$ cat src/hw/raster_pkg.sv
package raster_pkg;

    // ====================
    // numeric and index types
    // ====================

    // q16.16 signed
    typedef logic signed [31:0] q16_16_t;

    // vertex or triangle index, also counts
    typedef logic [15:0] vidx_t;

    typedef struct packed {
        q16_16_t x, y, z;
    } vertex_t;

    // indices relative to the instance vert_base
    typedef struct packed {
        vidx_t i0, i1, i2;
    } tri_idx_t;

    typedef struct packed {
        vidx_t vert_base;
        vidx_t tri_base;
        vidx_t tri_count;
    } inst_hdr_t;

    // one output axis is m0*x + m1*y + m2*z + m3
    typedef struct packed {
        q16_16_t m0, m1, m2, m3;
    } xform_row_t;

    // [0] gives world x, [1] world y, [2] world z
    typedef xform_row_t [2:0] transform_t;

    // ====================
    // loader word
    // ====================

    typedef enum logic [1:0] {
        LOAD_VERTEX,
        LOAD_TRIANGLE,
        LOAD_INST_HDR,
        LOAD_INST_ROW
    } load_kind_e;

    // 128-bit host word, payload in the low bits
    typedef union packed {
        struct packed {
            logic [31:0] pad;
            vertex_t     vtx;
        } vtx_view;
        struct packed {
            logic [79:0] pad;
            tri_idx_t    idx;
        } tri_view;
        struct packed {
            logic [79:0] pad;
            inst_hdr_t   hdr;
        } hdr_view;
        xform_row_t row_view;
    } load_word_u;

    // ====================
    // pipeline payloads
    // ====================

    typedef struct packed {
        vidx_t   inst_id;
        vidx_t   tri_num;
        vertex_t v0, v1, v2;
    } world_tri_t;

    // model-space triangle plus its instance transform
    typedef struct packed {
        vidx_t      inst_id;
        vidx_t      tri_num;
        vertex_t    v0, v1, v2;
        transform_t xform;
    } setup_tri_t;

endpackage

$ cat src/hw/raster_ifs.sv
`timescale 1ns/1ps

// scene read port, data comes back one cycle after the address
interface scene_rd_if;
    // absolute addresses
    raster_pkg::vidx_t      inst_addr;
    raster_pkg::vidx_t      tri_addr;
    raster_pkg::vidx_t      vert_addr;
    // registered read data
    raster_pkg::inst_hdr_t  hdr;
    raster_pkg::transform_t xform;
    raster_pkg::tri_idx_t   tri_idx;
    raster_pkg::vertex_t    vert;

    modport drv (
        output inst_addr, tri_addr, vert_addr,
        input  hdr, xform, tri_idx, vert
    );

    modport mem (
        input  inst_addr, tri_addr, vert_addr,
        output hdr, xform, tri_idx, vert
    );
endinterface

// setup triangle stream, valid/ready
interface tri_setup_if;
    logic                   valid;
    logic                   ready;
    raster_pkg::setup_tri_t setup;

    modport src (output valid, setup, input ready);

    modport snk (input valid, setup, output ready);
endinterface

$ cat src/hw/frame_driver.sv
`timescale 1ns/1ps

module frame_driver #(
    parameter int MAX_INST = 16,
    parameter int MAX_TRI  = 256
) (
    input  logic                      clk_render,
    input  logic                      reset,
    input  logic                      draw_start,
    input  logic [$clog2(MAX_INST):0] draw_inst_count,
    output logic                      busy,
    output logic                      draw_done,
    scene_rd_if.drv                   rd,
    tri_setup_if.src                  setup
);

    localparam int INST_CW = $clog2(MAX_INST) + 1;
    localparam int TRI_CW  = $clog2(MAX_TRI) + 1;

    // fsm encoding
    localparam logic [2:0] IDLE    = 3'd0;
    localparam logic [2:0] HDR     = 3'd1;
    localparam logic [2:0] TRI_IDX = 3'd2;
    localparam logic [2:0] VERT0   = 3'd3;
    localparam logic [2:0] VERT1   = 3'd4;
    localparam logic [2:0] VERT2   = 3'd5;
    localparam logic [2:0] PRESENT = 3'd6;

    logic [2:0]             state;
    logic [INST_CW-1:0]     inst_num;
    logic [INST_CW-1:0]     inst_total;
    // triangle number within the instance
    logic [TRI_CW-1:0]      tri_num;
    logic                   setup_valid;
    raster_pkg::setup_tri_t setup_r;
    raster_pkg::vidx_t      tri_next;
    raster_pkg::vidx_t      vert_rel;

    assign busy = (state != IDLE);

    // ====================
    // read addresses
    // ====================

    // rd.hdr stays valid for the whole instance, inst_addr is held
    assign rd.inst_addr = raster_pkg::vidx_t'(inst_num);
    assign rd.tri_addr  = rd.hdr.tri_base + raster_pkg::vidx_t'(tri_num);

    // one vertex address per VERTn state
    always_comb begin
        case (state)
            VERT0:   vert_rel = rd.tri_idx.i0;
            VERT1:   vert_rel = rd.tri_idx.i1;
            default: vert_rel = rd.tri_idx.i2;
        endcase
    end
    assign rd.vert_addr = rd.hdr.vert_base + vert_rel;

    assign tri_next = raster_pkg::vidx_t'(tri_num) + 16'd1;

    // ====================
    // sequencer
    // ====================

    always_ff @(posedge clk_render) begin
        if (reset) begin
            state       <= IDLE;
            inst_num    <= '0;
            inst_total  <= '0;
            tri_num     <= '0;
            setup_valid <= 1'b0;
            draw_done   <= 1'b0;
        end else begin
            draw_done <= 1'b0;
            case (state)
                IDLE: begin
                    if (draw_start) begin
                        inst_num   <= '0;
                        inst_total <= draw_inst_count;
                        state      <= HDR;
                    end
                end
                HDR: begin
                    tri_num <= '0;
                    // all instances walked
                    if (inst_num == inst_total) begin
                        draw_done <= 1'b1;
                        state     <= IDLE;
                    end else begin
                        state <= TRI_IDX;
                    end
                end
                TRI_IDX: begin
                    // empty instance, skip it
                    if (rd.hdr.tri_count == '0) begin
                        inst_num <= inst_num + 1'b1;
                        state    <= HDR;
                    end else begin
                        state <= VERT0;
                    end
                end
                VERT0: state <= VERT1;
                VERT1: state <= VERT2;
                VERT2: state <= PRESENT;
                default: begin
                    // first PRESENT cycle captures v2, then raise valid
                    if (!setup_valid) begin
                        setup_valid <= 1'b1;
                    end else if (setup.ready) begin
                        setup_valid <= 1'b0;
                        if (tri_next == rd.hdr.tri_count) begin
                            inst_num <= inst_num + 1'b1;
                            state    <= HDR;
                        end else begin
                            tri_num <= tri_num + 1'b1;
                            state   <= TRI_IDX;
                        end
                    end
                end
            endcase
        end
    end

    // setup payload capture
    always_ff @(posedge clk_render) begin
        case (state)
            TRI_IDX: begin
                setup_r.inst_id <= raster_pkg::vidx_t'(inst_num);
                setup_r.tri_num <= raster_pkg::vidx_t'(tri_num);
                setup_r.xform   <= rd.xform;
            end
            VERT1: setup_r.v0 <= rd.vert;
            VERT2: setup_r.v1 <= rd.vert;
            PRESENT: begin
                if (!setup_valid) begin
                    setup_r.v2 <= rd.vert;
                end
            end
        endcase
    end

    assign setup.valid = setup_valid;
    assign setup.setup = setup_r;

    // the host waits for draw_done before a new frame
    no_restart: assert property (@(posedge clk_render) disable iff (reset)
        draw_start |-> !busy);

endmodule

$ cat src/flat_wrapper.sv
// flat-port wrapper written by rule: the top's interface ports become plain ports
module frame_driver_flat 
#(
    parameter int MAX_INST = 16,
    parameter int MAX_TRI  = 256
)
  (clk_render, reset, draw_start, draw_inst_count, busy, draw_done, rd_inst_addr, rd_tri_addr, rd_vert_addr, rd_hdr, rd_xform, rd_tri_idx, rd_vert, setup_valid, setup_setup, setup_ready);
  scene_rd_if rd_i ();
  tri_setup_if setup_i ();
  input  logic clk_render;
  input  logic reset;
  input  logic draw_start;
  input  logic [$clog2(MAX_INST):0] draw_inst_count;
  output logic busy;
  output logic draw_done;
  output wire logic [$bits(rd_i.inst_addr)-1:0] rd_inst_addr;
  output wire logic [$bits(rd_i.tri_addr)-1:0] rd_tri_addr;
  output wire logic [$bits(rd_i.vert_addr)-1:0] rd_vert_addr;
  input wire logic [$bits(rd_i.hdr)-1:0] rd_hdr;
  input wire logic [$bits(rd_i.xform)-1:0] rd_xform;
  input wire logic [$bits(rd_i.tri_idx)-1:0] rd_tri_idx;
  input wire logic [$bits(rd_i.vert)-1:0] rd_vert;
  output wire logic [$bits(setup_i.valid)-1:0] setup_valid;
  output wire logic [$bits(setup_i.setup)-1:0] setup_setup;
  input wire logic [$bits(setup_i.ready)-1:0] setup_ready;
  assign rd_inst_addr = rd_i.inst_addr;
  assign rd_tri_addr = rd_i.tri_addr;
  assign rd_vert_addr = rd_i.vert_addr;
  assign rd_i.hdr = rd_hdr;
  assign rd_i.xform = rd_xform;
  assign rd_i.tri_idx = rd_tri_idx;
  assign rd_i.vert = rd_vert;
  assign setup_valid = setup_i.valid;
  assign setup_setup = setup_i.setup;
  assign setup_i.ready = setup_ready;
  frame_driver #(.MAX_INST(MAX_INST), .MAX_TRI(MAX_TRI)) u_core (.clk_render(clk_render), .reset(reset), .draw_start(draw_start), .draw_inst_count(draw_inst_count), .busy(busy), .draw_done(draw_done), .rd(rd_i), .setup(setup_i));
endmodule
$ cat config.mk
export PLATFORM = sky130hd
export DESIGN_NAME = frame_driver_flat
export DESIGN_NICKNAME = d
export VERILOG_FILES = /design/src/hw/raster_pkg.sv /design/src/hw/raster_ifs.sv /design/src/hw/frame_driver.sv /design/src/flat_wrapper.sv
export SDC_FILE = /design/constraint.sdc
export NUM_CORES = 1
export LEC_CHECK = 0
export BUFFER_PORTS_ARGS = -buffer_cell sky130_fd_sc_hd__buf_4
export CORE_AREA = 4 4 519 521
export DETAILED_ROUTE_END_ITERATION = 6
export DIE_AREA = 0 0 523 525
export PLACE_DENSITY = 0.3
export SYNTH_ARGS = -nofsm -noshare
export SYNTH_HDL_FRONTEND = slang
export SYNTH_SLANG_ARGS = --single-unit
export TNS_END_PERCENT = 100
$ cat constraint.sdc
create_clock -name clk_render -period 60.9 [get_ports clk_render]
set_input_delay 3.045 -clock clk_render [delete_from_list [all_inputs] [get_ports clk_render]]
set_output_delay 3.045 -clock clk_render [all_outputs]
set_load 0.02 [all_outputs]
Word level (Yosys, flattened, before mapping)

Cells that the tools add are included.

Input port bits: 585
Register bits after elaboration: 710
Output and inout bits: 755
Logic and storage cells: 89

Multiplexer cells: 21
Add/subtract/negate cells: 5
Bitwise gates (word level): 4
Reductions and logical operators: 19
Eq/ne operators: 11

Operators by type and width:

| operator             | number |
|---|---|
| $pmux 16 s2          | 1 |
| $mux 9               | 3 |
| $mux 5               | 5 |
| $pmux 3 s6           | 1 |
| $pmux 9 s2           | 1 |
| $add 16x16->16       | 1 |
| $add 16x9->16        | 1 |
| $eq 16x16->1         | 1 |
| $logic_not 16->1     | 1 |
| $pmux 5 s3           | 1 |
| $reduce_bool 7->1    | 2 |
| $reduce_bool 3->1    | 4 |
| $add 9x1->10 const B | 1 |
| $add 9x1->9 const B  | 1 |
| $eq 3x3->1 const B   | 3 |
| $mux 3               | 3 |
| $eq 3x2->1 const B   | 2 |
| $mux 2               | 3 |
| $reduce_and 6->1     | 1 |
| $reduce_or 6->1      | 1 |
| $add 5x1->5 const B  | 1 |
| $eq 5x5->1           | 1 |
| $reduce_or 5->1      | 1 |
| $ne 2x2->1 const B   | 2 |
| other kinds (11)     | 18 |

Logic depth before layout (Yosys ltp)

Depth after elaboration: 6
Mapped depth: 16
Gate-level depth less buffers: 14

Least setup slack after synthesis

OpenSTA, ideal clock, no wires.

Path type: register -> register
Start: reg u_core.state[2]
End: reg u_core.state[1]
Cell stages (with the launch flop): 7
Path buffers: 1
Period minus slack after synthesis: 19.245 ns
Arrival: 19.118 ns
Required time: 60.773 ns
Path slack: 41.655 ns
Library setup time: 0.127 ns
Cells stage by stage: dfxtp_1 clkbuf_1 nor2_1 inv_1 nor2_1 a22oi_1 a31oi_1

Cells in the longest elaborated chain, start to end: 3
Elaborated cells on any way between the ends: 11
Classes of those cells: eq/ne: 6; mux: 1; reduce/logical: 4

RTL lines:

| element                                                          | line               | text |
|---|---|---|
| start, declared                                                  | frame_driver.sv:29 | `logic [2:0] state;` |
| start signal, assigned                                           | frame_driver.sv:67 | `state <= IDLE;` |
| start signal, assigned                                           | frame_driver.sv:80 | `state <= HDR;` |
| start signal, assigned                                           | frame_driver.sv:88 | `state <= IDLE;` |
| $eq 3x1->1, or another cell as far along                         | frame_driver.sv:75 | `case (state)` |
| $reduce_bool 7->1 (no source line) or $ne 2x2->1 (tied branches) | -                  |  |
| $reduce_and 3->1 (no source line)                                | -                  |  |

Parallel ways exist; a longest one is shown, timed or not.
A chain may end at the register's enable or synchronous reset.

Worst setup path after layout

Start: in rd_tri_idx[32]
End: out rd_vert_addr[14]

Cells in the longest elaborated chain, start to end: 2

RTL lines:

| element         | line               | text |
|---|---|---|
| start, declared | flat_wrapper.sv:21 | `input wire logic [$bits(rd_i.tri_idx)-1:0] rd_tri_idx;` |
| $pmux 16 s2     | frame_driver.sv:51 | `case (state)` |
| $add 16x16->16  | frame_driver.sv:57 | `assign rd.vert_addr = rd.hdr.vert_base + vert_rel;` |
| end, declared   | flat_wrapper.sv:18 | `output wire logic [$bits(rd_i.vert_addr)-1:0] rd_vert_addr;` |

Every way passes these cells.

==> flow_summary.yaml <==
outcome:
  status: "finished, final reports clean"
floorplanning:
  die_h_microns: 525
  top_level_ports: 1340
  row_count: 189
  start_util_pct: 8.95
  die_area_sq_um: 275000
  core_area_sq_um: 265000
  die_w_microns: 523
placed_design:
  gp_congestion: 0.866
  post-dp-hpwl_microns: 142000
  dpl_cell_area_sq_um: 37900
  port_buffers: 1310
clock_tree:
  cts-root-buf: "clkbuf_16"
  insertion_delay_ps: 810
  cts_sinks: 710
  cts_setup_buffers: 0
  numCtsBuffers: 98
  cts_resized: 0
  clockBufferDepth: 4
  clk_pin_slew_ps: 60
  cts_tree: "yes"
  postCtsHoldBufs: 0
  h-tree-depth: 3
timing:
  min_period_ps: 8860
  max_freq_mhz: 113
  hold_viol_final: 0
  fin_crit_sh_pct: 14.5
  drv_slew: 0
  setup_viol: 0
  fin_skew_ps: 89.5
  tightest_slew_ps: 1070
  maxSlewHeadroom_pct: 27.9
  fin_tns_setup_ps: 0
  rsz0062_at_grt: "no"
power:
  clkPwrFrac_pct: 44.6
  internal_power_mw: 0.934
  p_switching_mw: 0.319
  p_leak_nw: 15.3
  vdd_drop_max_mv: 0.0206
  total_power_mw: 1.25
  power.density_nw_per_um2: 30.6
  pwr-share-comb_pct: 10.4
  seq_power_share_pct: 45.0
  switching_share_pct: 25.4
logic_synthesis:
  postSynthAreaPerCell_sq_um: 21.4
  ys.flop_type: "edfxtp_1"
  synthesis.instances: 1108
  ys_seq_area_share_pct: 89.0
  async_flop_share_pct: 0
  yosysMostFrequentCell: "edfxtp_1"
  synth.distinct_cells: 53
  synth_common_cells: "686 x edfxtp_1, 65 x nand2_1, 40 x xnor2_1"
  syn_area_sq_um: 23700
  yosysTopAreaCell: "edfxtp_1"
  ys_warn_count: 0
  synth_seq_cells: 710
  yosys-top-cells-area: "edfxtp_1 87%, dfxtp_1 2.0%, xnor2_1 1.5%, ha_1 1.4%, nand2_1 1.0%"
  synth_edf_count: 686
  synth.top_cell.area_share_pct: 87.0
route:
  firstDrtPassIters: 4
  avgViaCountPerCell: 2.78
  wl_microns: 168000
  drcViolationCount: 0
  drt_first_iter_violations: 1201
  drtAntennaViolNets: 0
  vias: 17021
  routedWlPerCell_microns: 27.4
global_route:
  track_usage_pct: 11.6
  grt_pass1_vias: 17458
  antenna_found_initial: 82
  grt_first_pass_wirelength_microns: 204000
  grt.overflow.total: 0
  grt_max_degree: 121
critical_path:
  critPathMaxFanout: 3
  cpPeakStageDelay_ps: 450
  critPathKind: "input pin to output pin"
  crit_required_ps: 57860
  endpoint_kind: "output pin"
  crit_path_top_delay_cell: "fa_1"
  cp.arrival_ps: 5810
  crit_buf_inv: 2
  crit_family: "compound AO/OA/AOI/OAI gates"
  cp-start-kind: "input pin"
  path_cells: "buf_4, a22oi_1, nand2_1, ha_1, fa_1, a211oi_1, o21bai_1, a31oi_1, o21ai_0, a211oi_1, o21ai_0, xor2_1, buf_4"
layout:
  post-route-util_pct: 15.5
  synthToLayoutAreaGrowth_pct: 73.0
  design_area_sq_um: 41000
  fin_nets: 3130
  n_fill_cell: 29232
  drive_gt1_share_pct: 56.6
job:
  cap_viol_max_count: 0
min_path:
  hp-class: "register to register"
worst reg2reg max path: stages, from the launching register on:
cell,delay (ps)
dfxtp_1,450
nor2_1,220
inv_1,130
nor2_4,650
buf_12,590
buf_4,1020
buf_4,890
cells in the final DEF, fill, tap and decap left out, types with 3 or more instances in the layout:
cell type and count:
clkbuf_1 28, nand2_1 65, nand4_1 5, clkinv_2 8, a21oi_1 28, nor4_1 9, nor2b_1 6, nand3_1 9
diode_2 11, conb_1 29, ha_1 26, xor2_1 13, and3_1 3, o31ai_1 3, clkinv_1 15, inv_1 14
dfxtp_1 24, nor3_1 9, buf_4 1321, a211oi_1 3, o21bai_1 5, edfxtp_1 686, clkbuf_16 98, a21o_1 6
nor2_1 37, inv_6 3, xnor2_1 40, bufinv_16 7, clkinvlp_4 6, o21a_1 4, a22oi_1 16, o21ai_0 17
registers in the layout, indices dropped and copies added, names as in the netlist:
register	cells
u_core.setup.setup	686
u_core.tri_num	9
u_core.inst_num	5
u_core.inst_total	5
u_core.state	3
u_core.draw_done	1
u_core.setup.valid	1
worst paths after layout:
path / startpoint / end / slack, ps / cells after the start
setup reg to reg: u_core.state[0] / u_core.setup.setup[213] / 56450 / 6
hold / removal: u_core.inst_total[4] / u_core.inst_total[4] / 470 / 2
setup / recovery: rd_tri_idx[32] / rd_vert_addr[14] / 52040 / 13
hold reg to reg: u_core.inst_total[4] / u_core.inst_total[4] / 470 / 2
power by group through the flow:
stage	clock [mW]	sequential (mW)	combinational, mW
global route	0.605	0.565	0.139
global placement	0	0.574	0.136
floorplan	0	0.600	0.0282
CTS	0.589	0.564	0.135
detailed placement	0	0.574	0.135
finish	0.559	0.564	0.130
layer usage:
layer	track usage [%]	up-vias	share of wire, %
met5	0	-	0.078
met4	2.01	20	1.8
met3	5.56	229	12
met2	20.1	1091	49
met1	13.0	8558	37
li1	-	7123	-
metrics by stage:
step           hold slack, ps  cells  setup slack (ps)
2_1_floorplan             429   1136             41660
3_3_place_gp              459   5950             51980
3_5_place_dp              459   5950             52030
4_1_cts                   468   6120             51980
5_1_grt                   487   6122             51780
6_report                  467   6131             52040
cells by family (layout without fill, tap and decap cells):
group,count (synthesis),count (layout),synth area share [%]
AOI/OAI and AO/OA,100,100,2.93
xor gates and xnor gates,53,53,1.96
adders and majority gates,28,28,1.54
buffers and inverters,56,1507,1.37
DFF,710,710,89.0
other,1,40,0.0158
and+or+nand+nor,160,160,3.15
layout make-up:
class / instances / area, sq um / share of cell area [%]
Tap cell: 3533 / 4420 / 10.8
Sequential cell: 710 / 21100 / 51.5
Clock inverter: 43 / 448 / 1.09
Timing Repair Buffer: 1323 / 9960 / 24.3
Multi-Input combinational cell: 370 / 2400 / 5.86
Inverter: 14 / 52.6 / 0.128
Antenna cell: 11 / 27.5 / 0.0672
Clock buffer: 127 / 2570 / 6.28
(Power assumes the default switching activity.)
